<file path="src/rtl/fpm_pkg.sv">
// shared types and constants for the exponent/control section
// opcode and adder mode enums, bus widths, exponent range limits

package fpm_pkg;

	// opcode bits from the instruction register
	// the upper four are only float ops while pufa is high
	typedef enum logic [2:0] {
		op_ad = 3'd0,
		op_sd = 3'd1,
		op_mw = 3'd2,
		op_dw = 3'd3,
		op_af = 3'd4,
		op_sf = 3'd5,
		op_mf = 3'd6,
		op_df = 3'd7
	} fpm_op_t;

	// second operand of the exponent adder
	typedef enum logic [1:0] {
		mode_add_b = 2'd0,
		mode_sub_b = 2'd1,
		mode_pass  = 2'd2,
		mode_zero  = 2'd3
	} exp_mode_t;

	// input bus and extended exponent widths
	localparam int exp_w  = 8;
	localparam int exp_xw = 10;

	// legal exponent range
	localparam int exp_max = 63;
	localparam int exp_min = -64;

	// alignment shift counter
	localparam int fic_w   = 6;
	localparam int fic_max = 40;

endpackage

</file>
<file path="src/rtl/fpm_exp_if.sv">
// exponent result bundle
// exponent unit drives it, flags and shift counter read it
`timescale 1ns/1ps

interface fpm_exp_if;
	import fpm_pkg::*;

	logic [exp_xw-1:0] sum;
	logic sum_valid;
	logic align;
	logic ovr;
	logic unr;

	modport src (
		output sum, sum_valid, align, ovr, unr
	);

	// sinks commit on sum_valid, no handshake back
	modport snk (
		input sum, sum_valid, align, ovr, unr
	);

endinterface

</file>
<file path="src/rtl/fpm_decode.sv">
// opcode decoder: operation class, adder mode, qualified execute
`timescale 1ns/1ps

module fpm_decode (
	input fpm_pkg::fpm_op_t op,
	input logic pufa,
	input logic exec,
	output fpm_pkg::exp_mode_t mode,
	output logic fp_exec,
	output logic align,
	output logic cls_fp,
	output logic cls_mul,
	output logic cls_div
);
	import fpm_pkg::*;

	logic fp_code;

	// upper half of the opcode table
	assign fp_code = (op == op_af) || (op == op_sf) || (op == op_mf) || (op == op_df);

	assign cls_fp = fp_code & pufa;
	assign cls_mul = (op == op_mw) || (op == op_mf);
	assign cls_div = (op == op_dw) || (op == op_df);

	// af/sf need the alignment difference
	assign align = cls_fp & ((op == op_af) || (op == op_sf));

	// integer ops never reach the exponent path
	assign fp_exec = exec & cls_fp;

	always_comb begin
		mode = mode_pass;
		if (cls_fp) begin
			case (op)
				op_mf: begin
					mode = mode_add_b;
				end
				default: begin
					// df, af, sf all take d - b
					mode = mode_sub_b;
				end
			endcase
		end
	end

endmodule

</file>
<file path="src/rtl/fpm_exp.sv">
// exponent unit: D and B registers, operand mux, 10-bit adder
// range detection against the legal exponent limits
`timescale 1ns/1ps

module fpm_exp (
	input logic f2strob,
	input logic _0_d_,
	input logic [fpm_pkg::exp_w-1:0] w,
	input logic ld_a,
	input logic ld_b,
	input logic fp_exec,
	input logic align,
	input fpm_pkg::exp_mode_t mode,
	output logic [fpm_pkg::exp_xw-1:0] d,
	fpm_exp_if.src xo
);
	import fpm_pkg::*;

	logic [exp_xw-1:0] d_r;
	logic [exp_xw-1:0] b_r;
	logic [exp_xw-1:0] w_ext;
	logic [exp_xw-1:0] opa;
	logic [exp_xw-1:0] opb;
	logic cin;
	logic [exp_xw-1:0] sum;
	logic commit;

	// sign-extend the input bus
	assign w_ext = {{(exp_xw - exp_w){w[exp_w-1]}}, w};

	// operand select
	always_comb begin
		opa = d_r;
		opb = '0;
		cin = 1'b0;
		case (mode)
			mode_add_b: begin
				opb = b_r;
			end
			mode_sub_b: begin
				// two's complement of b
				opb = ~b_r;
				cin = 1'b1;
			end
			mode_pass: begin
				opb = '0;
			end
			mode_zero: begin
				opa = '0;
			end
			default: begin
				opb = '0;
			end
		endcase
	end

	assign sum = opa + opb + {{(exp_xw - 1){1'b0}}, cin};

	// ld_a wins over exec
	assign commit = fp_exec & ~ld_a;

	always_ff @(posedge f2strob or negedge _0_d_) begin
		if (!_0_d_) begin
			d_r <= '0;
		end else if (ld_a) begin
			d_r <= w_ext;
		end else if (fp_exec) begin
			d_r <= sum;
		end
	end

	// b copy has the lowest priority
	always_ff @(posedge f2strob or negedge _0_d_) begin
		if (!_0_d_) begin
			b_r <= '0;
		end else if (ld_b && !ld_a && !fp_exec) begin
			b_r <= d_r;
		end
	end

	assign d = d_r;

	assign xo.sum = sum;
	assign xo.sum_valid = commit;
	assign xo.align = align;
	assign xo.ovr = $signed(sum) > exp_max;
	assign xo.unr = $signed(sum) < exp_min;

endmodule

</file>
<file path="src/rtl/fpm_flags.sv">
// condition flags: overflow, underflow, zero, sign
// registered on a committed execute, held otherwise
`timescale 1ns/1ps

module fpm_flags (
	input logic f2strob,
	input logic _0_d_,
	fpm_exp_if.snk xi,
	output logic ovf,
	output logic unf,
	output logic z_f,
	output logic m_f
);
	import fpm_pkg::*;

	logic ovf_r;
	logic unf_r;
	logic z_r;
	logic m_r;
	logic sum_zero;
	logic sum_neg;

	// taken from the pre-edge sum, same edge as d
	assign sum_zero = (xi.sum == '0);
	assign sum_neg = xi.sum[exp_xw-1];

	always_ff @(posedge f2strob or negedge _0_d_) begin
		if (!_0_d_) begin
			ovf_r <= 1'b0;
			unf_r <= 1'b0;
		end else if (xi.sum_valid) begin
			ovf_r <= xi.ovr;
			unf_r <= xi.unr;
		end
	end

	always_ff @(posedge f2strob or negedge _0_d_) begin
		if (!_0_d_) begin
			z_r <= 1'b0;
			m_r <= 1'b0;
		end else if (xi.sum_valid) begin
			z_r <= sum_zero;
			m_r <= sum_neg;
		end
	end

	assign ovf = ovf_r;
	assign unf = unf_r;
	assign z_f = z_r;
	assign m_f = m_r;

endmodule

</file>
<file path="src/rtl/fpm_shift_cnt.sv">
// alignment shift counter
// loads |d - b| clipped to 40, counts down on step pulses
`timescale 1ns/1ps

module fpm_shift_cnt (
	input logic f2strob,
	input logic _0_d_,
	input logic step,
	fpm_exp_if.snk xi,
	output logic [fpm_pkg::fic_w-1:0] fic,
	output logic fic_zero
);
	import fpm_pkg::*;

	logic [exp_xw-1:0] mag;
	logic [fic_w-1:0] load_val;
	logic [fic_w-1:0] cnt;
	logic load;

	// magnitude of the alignment difference
	assign mag = xi.sum[exp_xw-1] ? (~xi.sum + 1'b1) : xi.sum;

	// clip, shifting further would lose the whole mantissa
	always_comb begin
		if (mag > exp_xw'(fic_max)) begin
			load_val = fic_w'(fic_max);
		end else begin
			load_val = mag[fic_w-1:0];
		end
	end

	assign load = xi.sum_valid & xi.align;

	always_ff @(posedge f2strob or negedge _0_d_) begin
		if (!_0_d_) begin
			cnt <= '0;
		end else if (load) begin
			cnt <= load_val;
		end else if (step && (cnt != '0)) begin
			cnt <= cnt - 1'b1;
		end
	end

	assign fic = cnt;
	assign fic_zero = (cnt == '0);

endmodule

</file>
<file path="src/rtl/fpm_top.sv">
// exponent/control section top: decoder, exponent unit,
// shift counter and flags on plain ports
`timescale 1ns/1ps

module fpm_top (
	input logic f2strob,
	input logic _0_d_,
	input fpm_pkg::fpm_op_t op,
	input logic pufa,
	input logic ld_a,
	input logic ld_b,
	input logic exec,
	input logic step,
	input logic [fpm_pkg::exp_w-1:0] w,
	output logic [fpm_pkg::exp_xw-1:0] d,
	output logic ovf,
	output logic unf,
	output logic z_f,
	output logic m_f,
	output logic [fpm_pkg::fic_w-1:0] fic,
	output logic fic_zero,
	output logic cls_fp,
	output logic cls_mul,
	output logic cls_div
);
	import fpm_pkg::*;

	exp_mode_t mode;
	logic fp_exec;
	logic align;

	fpm_exp_if xb ();

	fpm_decode i_decode (
		.op(op),
		.pufa(pufa),
		.exec(exec),
		.mode(mode),
		.fp_exec(fp_exec),
		.align(align),
		.cls_fp(cls_fp),
		.cls_mul(cls_mul),
		.cls_div(cls_div)
	);

	fpm_exp i_exp (
		.f2strob(f2strob),
		._0_d_(_0_d_),
		.w(w),
		.ld_a(ld_a),
		.ld_b(ld_b),
		.fp_exec(fp_exec),
		.align(align),
		.mode(mode),
		.d(d),
		.xo(xb.src)
	);

	fpm_shift_cnt i_shift_cnt (
		.f2strob(f2strob),
		._0_d_(_0_d_),
		.step(step),
		.xi(xb.snk),
		.fic(fic),
		.fic_zero(fic_zero)
	);

	fpm_flags i_flags (
		.f2strob(f2strob),
		._0_d_(_0_d_),
		.xi(xb.snk),
		.ovf(ovf),
		.unf(unf),
		.z_f(z_f),
		.m_f(m_f)
	);

endmodule

</file>
<file path="config.mk">
export PLATFORM = sky130hd
export DESIGN_NAME = fpm_top
export DESIGN_NICKNAME = d
export VERILOG_FILES = /design/src/rtl/fpm_pkg.sv /design/src/rtl/fpm_exp_if.sv /design/src/rtl/fpm_decode.sv /design/src/rtl/fpm_exp.sv /design/src/rtl/fpm_flags.sv /design/src/rtl/fpm_shift_cnt.sv /design/src/rtl/fpm_top.sv
export SDC_FILE = /design/constraint.sdc
export NUM_CORES = 1
export LEC_CHECK = 0
export ABC_AREA = 1
export BUFFER_PORTS_ARGS = -buffer_cell sky130_fd_sc_hd__buf_2
export CAP_MARGIN = 20
export CORE_MARGIN = 2
export CORE_UTILIZATION = 58
export DETAILED_ROUTE_END_ITERATION = 7
export PLACE_DENSITY_LB_ADDON = 0.08
export SLEW_MARGIN = 20
export SYNTH_ARGS = -nofsm -noshare
export SYNTH_HDL_FRONTEND = slang
export SYNTH_HIERARCHICAL = 1
export SYNTH_SLANG_ARGS = --single-unit
</file>
<file path="constraint.sdc">
create_clock -name f2strob -period 3.7 [get_ports f2strob]
set_clock_uncertainty 0.1 [all_clocks]
set_input_delay 0 -clock f2strob [delete_from_list [all_inputs] [get_ports f2strob]]
set_output_delay 0 -clock f2strob [all_outputs]
set_load 0.005 [all_outputs]
</file>
# Yosys cells after proc, flatten, opt, wreduce, memory -nomap -nowiden

Cells that the tools add are included.

Bitwise logic cells: 8
Mux-type cells: 11
Equal/unequal tests: 8
Order comparisons: 3
$add $sub $neg: 4
Reduce and logical (&&, ||, !) cells: 16

Operators with widths:

| cell                                                | count |
|---|---|
| two-way mux 10 bit                                  | 4 |
| inverter 10 bit                                     | 2 |
| case mux 10 bit (2 select lines)                    | 1 |
| two-way mux 6 bit                                   | 3 |
| == test 3 bit, second input constant                | 4 |
| adder 10 x 1 -> 10 bit                              | 1 |
| adder 10 x 1 -> 10 bit, second input constant       | 1 |
| adder 10 bit                                        | 1 |
| > comparator 10 x 6 -> 1 bit, second input constant | 1 |
| > comparator 10 x 7 -> 1 bit, second input constant | 1 |
| logical NOT 10 bit                                  | 1 |
| < comparator 10 x 7 -> 1 bit, second input constant | 1 |
| == test 3 x 2 -> 1 bit, second input constant       | 2 |
| logical NOT 6 bit                                   | 1 |
| nonzero test 6 bit                                  | 1 |
| subtractor 6 x 1 -> 6 bit, second input constant    | 1 |
| bitwise AND 1 bit                                   | 5 |
| logical OR 1 bit                                    | 5 |
| nonzero test 2 bit                                  | 2 |
| logical AND 1 bit                                   | 3 |
| == test 2 x 1 -> 1 bit, second input constant       | 1 |
| == test 2 bit, second input constant                | 1 |
| logical NOT 1 bit                                   | 2 |
| logical NOT 2 bit                                   | 1 |
| 3 further kinds                                     | 4 |

Bits in registers: 30
Input bits: 18
Output and inout port bits: 24
Logic and storage cells: 57

# Depth between registers and ports, before layout

Gate-level depths: netlist of the first run.

Depth in word-level cells: 16
Depth in mapped cells: 27
Mapped depth without buffers: 25

# Modules after synthesis

Netlist of the first run, hierarchy kept.

Modules (own cells, without submodules):

| module        | cells an instance | times used | area each (um^2) | sequential area each (um^2) |
|---|---|---|---|---|
| fpm_exp       | 250               | 1          | 1,702.9          | 500.5 |
| fpm_shift_cnt | 118               | 1          | 714.4            | 150.1 |
| fpm_flags     | 27                | 1          | 190.2            | 100.1 |
| fpm_decode    | 11                | 1          | 51.3             | 0.0 |

# Least setup slack after synthesis of the first run

No wires, ideal clock.

Path type: input to register
Start point: in pufa
End point: reg i_shift_cnt.cnt[5] (netlist: i_shift_cnt/fic[5])
Buffers on the path: 1
Arrival time: 2.558 ns
Setup slack: 0.916 ns
Required time: 3.474 ns
Stages on the path: 21
Setup time: 0.126 ns
Cells stage by stage: nand2_2 -> a21oi_2 -> nand2_1 -> buf_2 -> nor2_1 -> a21oi_1 -> fa_1 -> fa_1 -> inv_1 -> nand2_2 -> nand2_4 -> xor2_1 -> inv_1 -> nand3_1 -> nand3_1 -> nand2_1 -> nand2_1 -> nand2_2 -> nand2_1 -> nand3_1 -> o21ai_0

Cells in the longest elaborated chain, start to end: 12
Elaborated cells between the ends (all ways): 21
Classes of those cells: add/sub: 3; order compare: 1; eq/ne: 2; mux: 7; bitwise: 6; reduce/logical: 2

Ends and longest elaborated chain:

| element                                                                       | line                | source |
|---|---|---|
| start, declared                                                               | fpm_top.sv:9        | `input logic pufa,` |
| bitwise AND 1 bit (*)                                                         | fpm_decode.sv:22    | `assign cls_fp = fp_code & pufa;` |
| two-way mux 2 bit (*)                                                         | fpm_decode.sv:34    | `if (cls_fp) begin` |
| via mode[0]                                                                   | fpm_top.sv:28       | `exp_mode_t mode;` |
| == test 2 x 1 -> 1 bit (tied with other cells)                                | fpm_exp.sv:36       | `case (mode)` |
| case mux 10 bit (2 select lines) / two-way mux 10 bit (equally long branches) | fpm_exp.sv:36       |  |
| adder 10 bit                                                                  | fpm_exp.sv:57       | `assign sum = opa + opb + {{(exp_xw - 1){1'b0}}, cin};` |
| adder 10 x 1 -> 10 bit (*)                                                    | fpm_exp.sv:57       |  |
| via xb.sum[4]                                                                 | fpm_exp_if.sv:8     | `logic [exp_xw-1:0] sum;` |
| inverter 10 bit                                                               | fpm_shift_cnt.sv:21 | `assign mag = xi.sum[exp_xw-1] ? (~xi.sum + 1'b1) : xi.sum;` |
| adder 10 x 1 -> 10 bit                                                        | fpm_shift_cnt.sv:21 |  |
| two-way mux 10 bit (*)                                                        | fpm_shift_cnt.sv:21 |  |
| > comparator 10 x 6 -> 1 bit                                                  | fpm_shift_cnt.sv:25 | `if (mag > exp_xw'(fic_max)) begin` |
| two-way mux 6 bit (*)                                                         | fpm_shift_cnt.sv:25 |  |
| two-way mux 6 bit (*)                                                         | fpm_shift_cnt.sv:37 | `end else if (load) begin` |
| end signal, assigned                                                          | fpm_shift_cnt.sv:38 | `cnt <= load_val;` |
| end signal, assigned                                                          | fpm_shift_cnt.sv:40 | `cnt <= cnt - 1'b1;` |
| end, declared                                                                 | fpm_shift_cnt.sv:17 | `logic [fic_w-1:0] cnt;` |

Mark *: on every way through the listed nets, which the timed path passes. The rest lies on a longest branch.
A chain may end at the register's enable or synchronous reset.

# Worst setup path in the final report of the first run

Start point: reg i_exp.b_r[0]
End point: reg i_shift_cnt.cnt[5] (netlist: i_shift_cnt/fic[5])

Cells in the longest elaborated chain, start to end: 10

Ends and longest elaborated chain:

| element                              | line                | source |
|---|---|---|
| start, declared                      | fpm_exp.sv:20       | `logic [exp_xw-1:0] b_r;` |
| start signal, assigned               | fpm_exp.sv:77       | `b_r <= d_r;` |
| inverter 10 bit                      | fpm_exp.sv:42       | `opb = ~b_r;` |
| case mux 10 bit (2 select lines) (*) | fpm_exp.sv:36       |  |
| adder 10 bit (*)                     | fpm_exp.sv:57       |  |
| adder 10 x 1 -> 10 bit (*)           | fpm_exp.sv:57       |  |
| via xb.sum[4]                        | fpm_exp_if.sv:8     |  |
| inverter 10 bit                      | fpm_shift_cnt.sv:21 |  |
| adder 10 x 1 -> 10 bit               | fpm_shift_cnt.sv:21 |  |
| two-way mux 10 bit (*)               | fpm_shift_cnt.sv:21 |  |
| > comparator 10 x 6 -> 1 bit         | fpm_shift_cnt.sv:25 |  |
| two-way mux 6 bit (*)                | fpm_shift_cnt.sv:25 |  |
| two-way mux 6 bit (*)                | fpm_shift_cnt.sv:37 |  |

Marked as above.

==> results_dict.tcl, run 1 <==
set metrics [dict create \
    status "finished, final reports clean" \
    rows 24 \
    setup_viol 0 \
    fmax_mhz 326.8 \
    track_usage_pct 27.54 \
    io_pins 42 \
    vias 2640 \
    dp_hpwl_mm 4.856 \
    leakagePower_nw 1.717 \
    numPortBuffers 41 \
    drive_gt1_share_pct 20.96 \
    r2r_slack_ns 0.64 \
    synth_top_area_share_pct 28.24 \
    grt_pass1_vias 2493 \
    yosysTopAreaCell "dfrtp_1" \
    grt_first_pass_wirelength_mm 11.12 \
    cts_max_level 2 \
    clk_pin_slew_ns 0.07 \
    powerDensity_mw_per_mm2 441.2 \
    placed_area_mm2 0.002882 \
    utilization_pct 69.86 \
    die-area_mm2 0.005142 \
    whs_ns 0.03694 \
    num-fill-cells 415 \
    worst-path-buf-inv 2 \
    ir_worst_vdd_uv 226.0 \
    gp_routability_congestion 0.8674 \
    hold_start "ld_b" \
    startpoint "i_exp/b_r[0]" \
    maxCapViolCount 0 \
    antenna_cells 0 \
    holdPathStages 4 \
    most-common-layout-cells "nand2_1, inv_1, buf_2" \
    clock_latency_ns 0.29 \
    r2r_start "i_exp/b_r[0]" \
    core_mm2 0.004384 \
    rsz0062_at_grt "false" \
    worst-setup-path-type "reg -> reg" \
    antenna_found_initial 0 \
    syn_nets 437 \
    seqCellArea_um2 750.7 \
    fin_crit_ns 3.060 \
    timing.slew.headroom_pct 53.54 \
    post-route-period-util_pct 82.70 \
    path_cells "nor2_1 > a21oi_1 > fa_1 > fa_1 > inv_1 > nand2_2 > nand2_4 > xor2_1 > inv_1 > nand3_1 > nand3_1 > nand2_1 > nand2_1 > nand2_2 > nand2_1 > nand3_1 > o21ai_0" \
    synth.avg_cell_area_um2 6.549 \
    dieWidth_um 71.71 \
    hp-class "in -> reg" \
    end_kind "flop" \
    worstPathArrival_ns 3.12 \
    dp_cells 493 \
    tightest_slew_ns 0.6969 \
    drc 0 \
    nNetsFinal 488 \
    yosysWarnings 6 \
    grt_max_degree 31 \
    drtIter0Drc 130 \
    die_height_um 71.71 \
    ys_top_cells_by_area "dfrtp_1, nand2_1, inv_1, nand3_1, ha_1" \
    routed_wl_mm 6.416 \
    reg2reg_depth 17 \
    ys_seq_elements 30 \
    cpPeakStageDelay_ns 0.46 \
    drtPass1Iterations 4 \
    ys_seq_area_share_pct 28.24 \
    timing.rr.end "i_shift_cnt/fic[5]" \
    synth_cell_type_count 38 \
    antenna_left 0 \
    synth_area_mm2 0.002659 \
    numClockSinks 30 \
    critPathLaunchType "flop" \
    synth_cells 406 \
    clockBufferDepth 2 \
    finalHoldViolations 0 \
    areaGrowthSynthToFinish_pct 15.20 \
    multi_input_area_mm2 0.001583 \
    final_area_mm2 0.003063 \
    wire_per_inst_um 12.58 \
    tns_ns 0 \
    vias_per_cell 5.176 \
    holdPathEnd "i_exp/b_r[7]" \
    root_buffer "clkbuf_8" \
    final_common_cell "nand2_1" \
    critical_path.top_delay_family "adder cells" \
    instances_no_fill 510 \
    crit_fanout 6 \
    grt_overflow 0 \
    required_ns 3.76 \
    cts_inserted_buffers 5 \
    slowest_stage "fa_1" \
    cts_tree "built" \
    slew_violations 0 \
    initial_core_util_pct 60.64 \
]
==> worst reg2reg max path: cells and delay by family, from the launching register on <==
kind,cells,cell delay [ns]
DFF,1,0.40
adders and majority gates,2,0.89
and+or+nand+nor,10,0.85
AOI/OAI and AO/OA,2,0.16
buffers and inverters,2,0.24
xor gates and xnor gates,1,0.30
==> cells in the mapped netlist (all sizes together) <==
| library cell | instances |
|---|---|
| a21oi | 15 |
| a22oi | 4 |
| and2 | 1 |
| buf | 5 |
| clkbuf | 2 |
| dfrtp | 30 |
| fa | 2 |
| ha | 11 |
| inv | 72 |
| mux2 | 1 |
| nand2 | 143 |
| nand3 | 32 |
| nand3b | 1 |
| nand4 | 1 |
| nor2 | 44 |
| nor3 | 2 |
| o211ai | 4 |
| o21ai | 29 |
| o21bai | 1 |
| o221ai | 1 |
| o31ai | 1 |
| xnor2 | 2 |
| xor2 | 2 |
==> what timing repair did <==
item | in CTS | in global routing
resized for setup | 0 | 0
buffers inserted | 0 | 0
endpoints found under the hold margin | 40 | 0
hold buffers | 9 | 0
==> final cells by class <==
cell class                      count  share of cell area [%]
Sequential cell                    30                   24.51
Inverter                           72                   8.824
Clock buffer                        7                   2.819
Tap cell                           52                   2.124
Multi-Input combinational cell    297                   51.67
Clock inverter                      1                  0.1634
Timing Repair Buffer               51                   9.886
==> registers in the layout, indices dropped and copies added, names as in the netlist <==
register,cells
i_flags/unf,1
i_flags/ovf,1
i_flags/z_f,1
i_flags/m_f,1
i_exp/d,10
i_shift_cnt/fic,6
i_exp/b_r,10
==> layer usage <==
metal	wire [µm]	GRT usage, %	vias to the layer above
li1	-	-	1370
met1	2950	34.85	1171
met2	2994	46.60	84
met3	330	4.923	15
met4	140	10.90	0
met5	0	0	-
==> worst max-delay path by stage <==
stage | to | depth (start not counted)
after floorplan | i_shift_cnt/fic[5] | 21
after global placement | i_shift_cnt/fic[5] | 21
after detailed placement | i_shift_cnt/fic[5] | 21
after CTS | i_shift_cnt/fic[5] | 17
after global routing | i_shift_cnt/fic[5] | 21
final | i_shift_cnt/fic[5] | 17
==> power breakdown <==
group	leakage (nW)	switching, mW	internal (mW)
clock network	0.0482	0.129	0.150
registers	0.370	0.0582	0.396
logic	1.30	0.390	0.229
==> per-stage QoR <==
stage	total power, mW	setup slack [ns]
after floorplan	0.9029	0.9155
after global placement	1.047	0.4158
after detailed placement	1.065	0.3848
after CTS	1.357	0.6317
after global routing	1.473	0.2980
final	1.351	0.6401
==> kinds of logic after synthesis <==
family,Yosys count,synth area share [%]
buf+inv,79,12.23
xor+xnor,4,1.600
fa+ha+maj,13,6.682
mux,1,0.4235
compound gates,55,13.08
flops,30,28.24
simple gates,224,37.74
(Power assumes the default switching activity.)
==> run 2: changes to the inputs <==
==> constraint.sdc (replaced) <==
create_clock -name f2strob -period 2.9 [get_ports f2strob]
set_clock_uncertainty 0.1 [all_clocks]
set_input_delay 0 -clock f2strob [delete_from_list [all_inputs] [get_ports f2strob]]
set_output_delay 0 -clock f2strob [all_outputs]
set_load 0.005 [all_outputs]
==> run 2 against run 1 <==
Utilization rose by 6.1 points. Power rose by 42%. Wire length rose by 4.7%. Combinational power rose by 57%. Flip-flop and latch count did not move. Global-route usage fell by 0.41 points. Sequential power rose by 27%. Hold slack got worse by 0.0064 ns. Worst setup slack got worse by 0.55 ns. Largest cell class unchanged. Largest power group unchanged.
==> results_dict.tcl, run 2 (synthesis gave the netlist of run 1 again) <==
set metrics [dict create \
    root_buffer "clkbuf_8" \
    dp_hpwl_mm 4.861 \
    setup_viol 0 \
    leakagePower_nw 1.823 \
    clockPowerShare_pct 19.0 \
    drc 0 \
    powerDensity_mw_per_mm2 575.1 \
    grt_overflow 0 \
    slowest_stage "fa_2" \
    rows 24 \
    status "finished, final reports clean" \
    end_kind "flop" \
    areaGrowthSynthToFinish_pct 25.22 \
    maxCapViolCount 0 \
    crit_fanout 5 \
    final_common_cell "nand2_1" \
    clockBufferDepth 2 \
    drtIter0Drc 130 \
    core_mm2 0.004384 \
    vias 2701 \
    routed_wl_mm 6.716 \
    tns_ns 0 \
    die-area_mm2 0.005142 \
    cpPeakStageDelay_ns 0.57 \
    post-route-period-util_pct 96.87 \
    drive_gt1_share_pct 29.56 \
    clock_latency_ns 0.29 \
    finalHoldViolations 0 \
    required_ns 2.98 \
    switching_share_pct 42.96 \
    grt_max_degree 31 \
    nNetsFinal 507 \
    worst-setup-path-type "reg -> reg" \
    cts_inserted_buffers 5 \
    final_area_mm2 0.003329 \
    gp_routability_congestion 0.8287 \
    critPathLaunchType "flop" \
    antenna_cells 0 \
    cellInternalPower_mw 1.092 \
    vias_per_cell 5.106 \
    wire_per_inst_um 12.70 \
    ir_worst_vdd_uv 300.8 \
    slew_violations 0 \
    placed_area_mm2 0.002972 \
    cts_tree "built" \
    antenna_found_initial 0 \
    fin_crit_ns 2.809 \
    track_usage_pct 27.13 \
    clk_pin_slew_ns 0.07 \
    initial_core_util_pct 60.64 \
    p_seq_share_pct 30.2 \
    die_height_um 71.71 \
    cpMostUsedCell "nand2_2" \
    grt_pass1_vias 2493 \
    p_sw_mw 0.8227 \
    tightest_slew_ns 0.7043 \
    numClockSinks 30 \
    drtPass1Iterations 5 \
    path_cells "buf_4 > a21oi_2 > fa_2 > fa_2 > inv_2 > inv_2 > ha_4 > nand2_2 > o21ai_2 > inv_1 > nand3_2 > nand2_2 > nand2_2 > nand2_4 > nand3_2 > nand2_1 > nand2_1" \
    whs_ns 0.03051 \
    antenna_left 0 \
    fmax_mhz 356.0 \
    grt_first_pass_wirelength_mm 11.08 \
    critical_path.top_delay_family "adder cells" \
    finalPower_mw 1.915 \
    worst-path-buf-inv 4 \
    hp-class "in -> reg" \
    worstPathArrival_ns 2.89 \
    most-common-layout-cells "nand2_1, inv_1, buf_2" \
    p_comb_share_pct 50.8 \
    cts_max_level 2 \
    io_pins 42 \
    dieWidth_um 71.71 \
    numPortBuffers 41 \
    timing.slew.headroom_pct 53.05 \
]
## run 2: cell count changes in the layout (fill, tap and decap cells not counted), sizes merged
cell,previous run,this run
clkbuf,7,6
clkinvlp,0,1
buf,42,61
## run 2: timing repair
item	in CTS	in global routing
endpoints found under the hold margin	40	0
gates resized for setup	1	31
hold buffers	9	0
endpoints found under the setup margin	2	6
pin swaps	0	9
buffers inserted	0	7
## run 2: worst paths after layout
check | startpoint | end | slack (ns) | depth (start not counted)
max in group asynchronous | _0_d_ | i_flags/z_f | 2.05 | 2
min in group asynchronous | _0_d_ | i_exp/b_r[0] | 0.20 | 2
max reg2reg | i_exp/b_r[0] | i_shift_cnt/fic[3] | 0.09 | 17
min reg2reg | i_flags/ovf | i_flags/ovf | 0.38 | 2
max | i_exp/b_r[0] | i_shift_cnt/fic[3] | 0.09 | 17
min | ld_b | i_exp/b_r[9] | 0.03 | 4
## run 2: stage by stage
step / instances / utilization (%) / setup WS [ns]
finish: 529 / 75.94 / 0.09089
global route: 529 / 75.94 / -0.1073
CTS: 522 / 72.00 / 0.02038
detailed placement: 505 / 67.78 / -0.1004
global placement: 505 / 67.78 / -0.03814
floorplan: 406 / - / 0.1155
## run 2: area by class of cell
type                       instances  area [µm²]
tap                               52       65.06
fill                             344        1055
inverter                          72       270.3
multi-input combinational        297        1703
sequential                        30       750.7
clock inverter                     2       12.51
timing repair buffer              70       445.4
clock buffer                       6       82.58
## run 2: power groups by stage
stage / clock network (mW) / registers (mW) / logic (mW)
final: 0.364 / 0.577 / 0.973
after floorplan: 0 / 0.579 / 0.573
after global routing: 0.382 / 0.588 / 1.10
after detailed placement: 0 / 0.584 / 0.814
after CTS: 0.368 / 0.576 / 0.832
after global placement: 0 / 0.581 / 0.797
## run 2: worst register-to-register path, stage by stage, from the launching register on
cell     delay [ns]
dfrtp_1        0.39
buf_4          0.12
a21oi_2        0.05
fa_2           0.41
fa_2           0.57
inv_2          0.06
inv_2          0.08
ha_4           0.20
nand2_2        0.07
o21ai_2        0.05
inv_1          0.09
nand3_2        0.08
nand2_2        0.08
nand2_2        0.06
nand2_4        0.10
nand3_2        0.07
nand2_1        0.07
nand2_1        0.05
## run 2: per-layer routing
layer | up-vias | share of wire (%) | track usage [%]
li1 | 1406 | - | -
met1 | 1214 | 48 | 35.15
met2 | 73 | 46 | 46.81
met3 | 8 | 4.7 | 4.360
met4 | 0 | 1.2 | 7.757
met5 | - | 0 | 0
==> run 3: changes to the inputs <==
--- a/config.mk
+++ b/config.mk
@@ -11,7 +11,7 @@
 export CORE_MARGIN = 2
 export CORE_UTILIZATION = 58
 export DETAILED_ROUTE_END_ITERATION = 7
-export PLACE_DENSITY_LB_ADDON = 0.08
+export PLACE_DENSITY_LB_ADDON = 0.15
 export SLEW_MARGIN = 20
 export SYNTH_ARGS = -nofsm -noshare
 export SYNTH_HDL_FRONTEND = slang
==> run 3 against run 2 <==
Clock power shrank 5%. Non-clock buffer count shrank 2. Global-route usage grew 1.1 points. Critical path type unchanged. Power shrank 4.3%. First-iteration DRC count grew 85%.
==> results_dict.tcl, run 3 (synthesis gave the netlist of run 1 again) <==
set metrics [dict create \
    status "finished, final reports clean" \
    numPortBuffers 41 \
    die_height_um 71.71 \
    fmax_mhz 351.2 \
    worstPathArrival_ns 2.96 \
    powerDensity_mw_per_mm2 564.5 \
    gp_routability_congestion 0.8953 \
    drive_gt1_share_pct 27.16 \
    antenna_cells 0 \
    grt_overflow 0 \
    critical_path.top_delay_family "adder cells" \
    cts_max_level 2 \
    finalHoldViolations 0 \
    numClockSinks 30 \
    instances_no_fill 527 \
    drtPass1Iterations 5 \
    vias_per_cell 5.319 \
    cts_inserted_buffers 5 \
    critPathLaunchType "flop" \
    maxCapViolCount 0 \
    io_pins 42 \
    post-route-period-util_pct 98.19 \
    vias 2803 \
    dp_hpwl_mm 5.174 \
    tightest_slew_ns 0.7033 \
    areaGrowthSynthToFinish_pct 22.16 \
    track_usage_pct 28.19 \
    clock_latency_ns 0.29 \
    hp-class "in -> reg" \
    cts_tree "built" \
    final_area_mm2 0.003248 \
    most-common-layout-cells "nand2_1, inv_1, buf_2" \
    slew_violations 0 \
    cpMostUsedCell "nand2_1" \
    clockBufferDepth 2 \
    routed_wl_mm 6.965 \
    ir_worst_vdd_uv 300.6 \
    rows 24 \
    final_common_cell "nand2_1" \
    dp_cells 507 \
    placed_area_mm2 0.002987 \
    path_cells "nor2_2 > a21oi_2 > fa_2 > fa_2 > inv_2 > inv_2 > ha_4 > nand2_1 > o21ai_1 > inv_1 > nand3_1 > nand2_1 > nand2_1 > nand2_2 > nand3_2 > a21oi_2" \
    timing.slew.headroom_pct 53.11 \
    clk_pin_slew_ns 0.07 \
    slowest_stage "fa_2" \
    antenna_found_initial 0 \
    whs_ns 0.03090 \
    core_mm2 0.004384 \
    drtIter0Drc 241 \
    root_buffer "clkbuf_8" \
    leakagePower_nw 1.798 \
    antenna_left 0 \
    nNetsFinal 505 \
    cpPeakStageDelay_ns 0.61 \
    end_kind "flop" \
    worst-path-buf-inv 3 \
    dieWidth_um 71.71 \
    grt_pass1_vias 2507 \
    die-area_mm2 0.005142 \
    fin_crit_ns 2.848 \
    initial_core_util_pct 60.64 \
    worst-setup-path-type "reg -> reg" \
    drc 0 \
    grt_first_pass_wirelength_mm 11.29 \
    required_ns 3.01 \
    rsz0062_at_grt "true" \
    setup_viol 0 \
    crit_fanout 5 \
    wire_per_inst_um 13.22 \
    grt_max_degree 31 \
]
run 3: cell types whose count changed in the layout (fill, tap and decap cells not counted), sizes merged:
cell,previous run,this run
clkinvlp,1,0
buf,61,59
clkbuf,6,7
run 3: area by class of cell:
class,count,area (µm²)
multi-input cells,297,1637
fillers,374,1136
flip-flops and latches,30,750.7
repair buffers,68,434.2
inverters,72,270.3
clock buffers,7,86.33
well taps,52,65.06
clock inverters,1,5.005
run 3: metal layers:
layer | vias to the layer above | wire [µm] | global-route usage [%]
met5 | - | 0 | 0
met4 | 0 | 83 | 8.176
met3 | 9 | 479 | 4.923
met2 | 107 | 3360 | 48.66
met1 | 1286 | 3042 | 36.27
li1 | 1401 | - | -
run 3: power by group:
| group | switching [mW] | internal [mW] | leakage [nW] | total [mW] |
|---|---|---|---|---|
| logic | 0.543 | 0.362 | 1.38 | 0.905 |
| registers | 0.0762 | 0.505 | 0.370 | 0.581 |
| clock network | 0.156 | 0.191 | 0.0482 | 0.347 |
| total | 0.775 | 1.06 | 1.80 | 1.83 |
run 3: final timing paths:
check / slack, ns / start / endpoint / depth (start not counted)
setup / recovery: 0.05 / i_exp/b_r[0] / i_shift_cnt/fic[4] / 16
hold / removal: 0.03 / ld_b / i_exp/b_r[1] / 4
setup reg to reg: 0.05 / i_exp/b_r[0] / i_shift_cnt/fic[4] / 16
hold reg to reg: 0.38 / i_flags/ovf / i_flags/ovf / 2
max in group asynchronous: 2.04 / _0_d_ / i_flags/z_f / 2
min in group asynchronous: 0.20 / _0_d_ / i_exp/d[7] / 2
run 3: repair_timing:
item / in CTS / in global routing
hold buffers: 9 / 0
endpoints found under the setup margin: 1 / 6
hold endpoints to repair: 40 / 0
setup buffers: 0 / 3
pin swaps: 0 / 9
gates resized for setup: 1 / 20
run 3: worst register-to-register path, stage by stage (launching register included):
cell and delay [ns]:
dfrtp_1 0.42, nor2_2 0.13, a21oi_2 0.05, fa_2 0.37
fa_2 0.61, inv_2 0.06, inv_2 0.07, ha_4 0.19
nand2_1 0.06, o21ai_1 0.06, inv_1 0.07, nand3_1 0.07
nand2_1 0.08, nand2_1 0.06, nand2_2 0.12, nand3_2 0.09
a21oi_2 0.15
run 3: through the flow:
step / utilization (%) / power (mW) / setup TNS (ns) / worst slack (ns)
global placement: 68.12 / 1.382 / 0 / 0.04656
CTS: 72.32 / 1.778 / 0 / 0.01311
finish: 74.09 / 1.833 / 0 / 0.05236
floorplan: - / 1.152 / 0 / 0.1155
global route: 74.09 / 1.988 / -0.4425 / -0.1084
detailed placement: 68.12 / 1.409 / -0.08029 / -0.02739
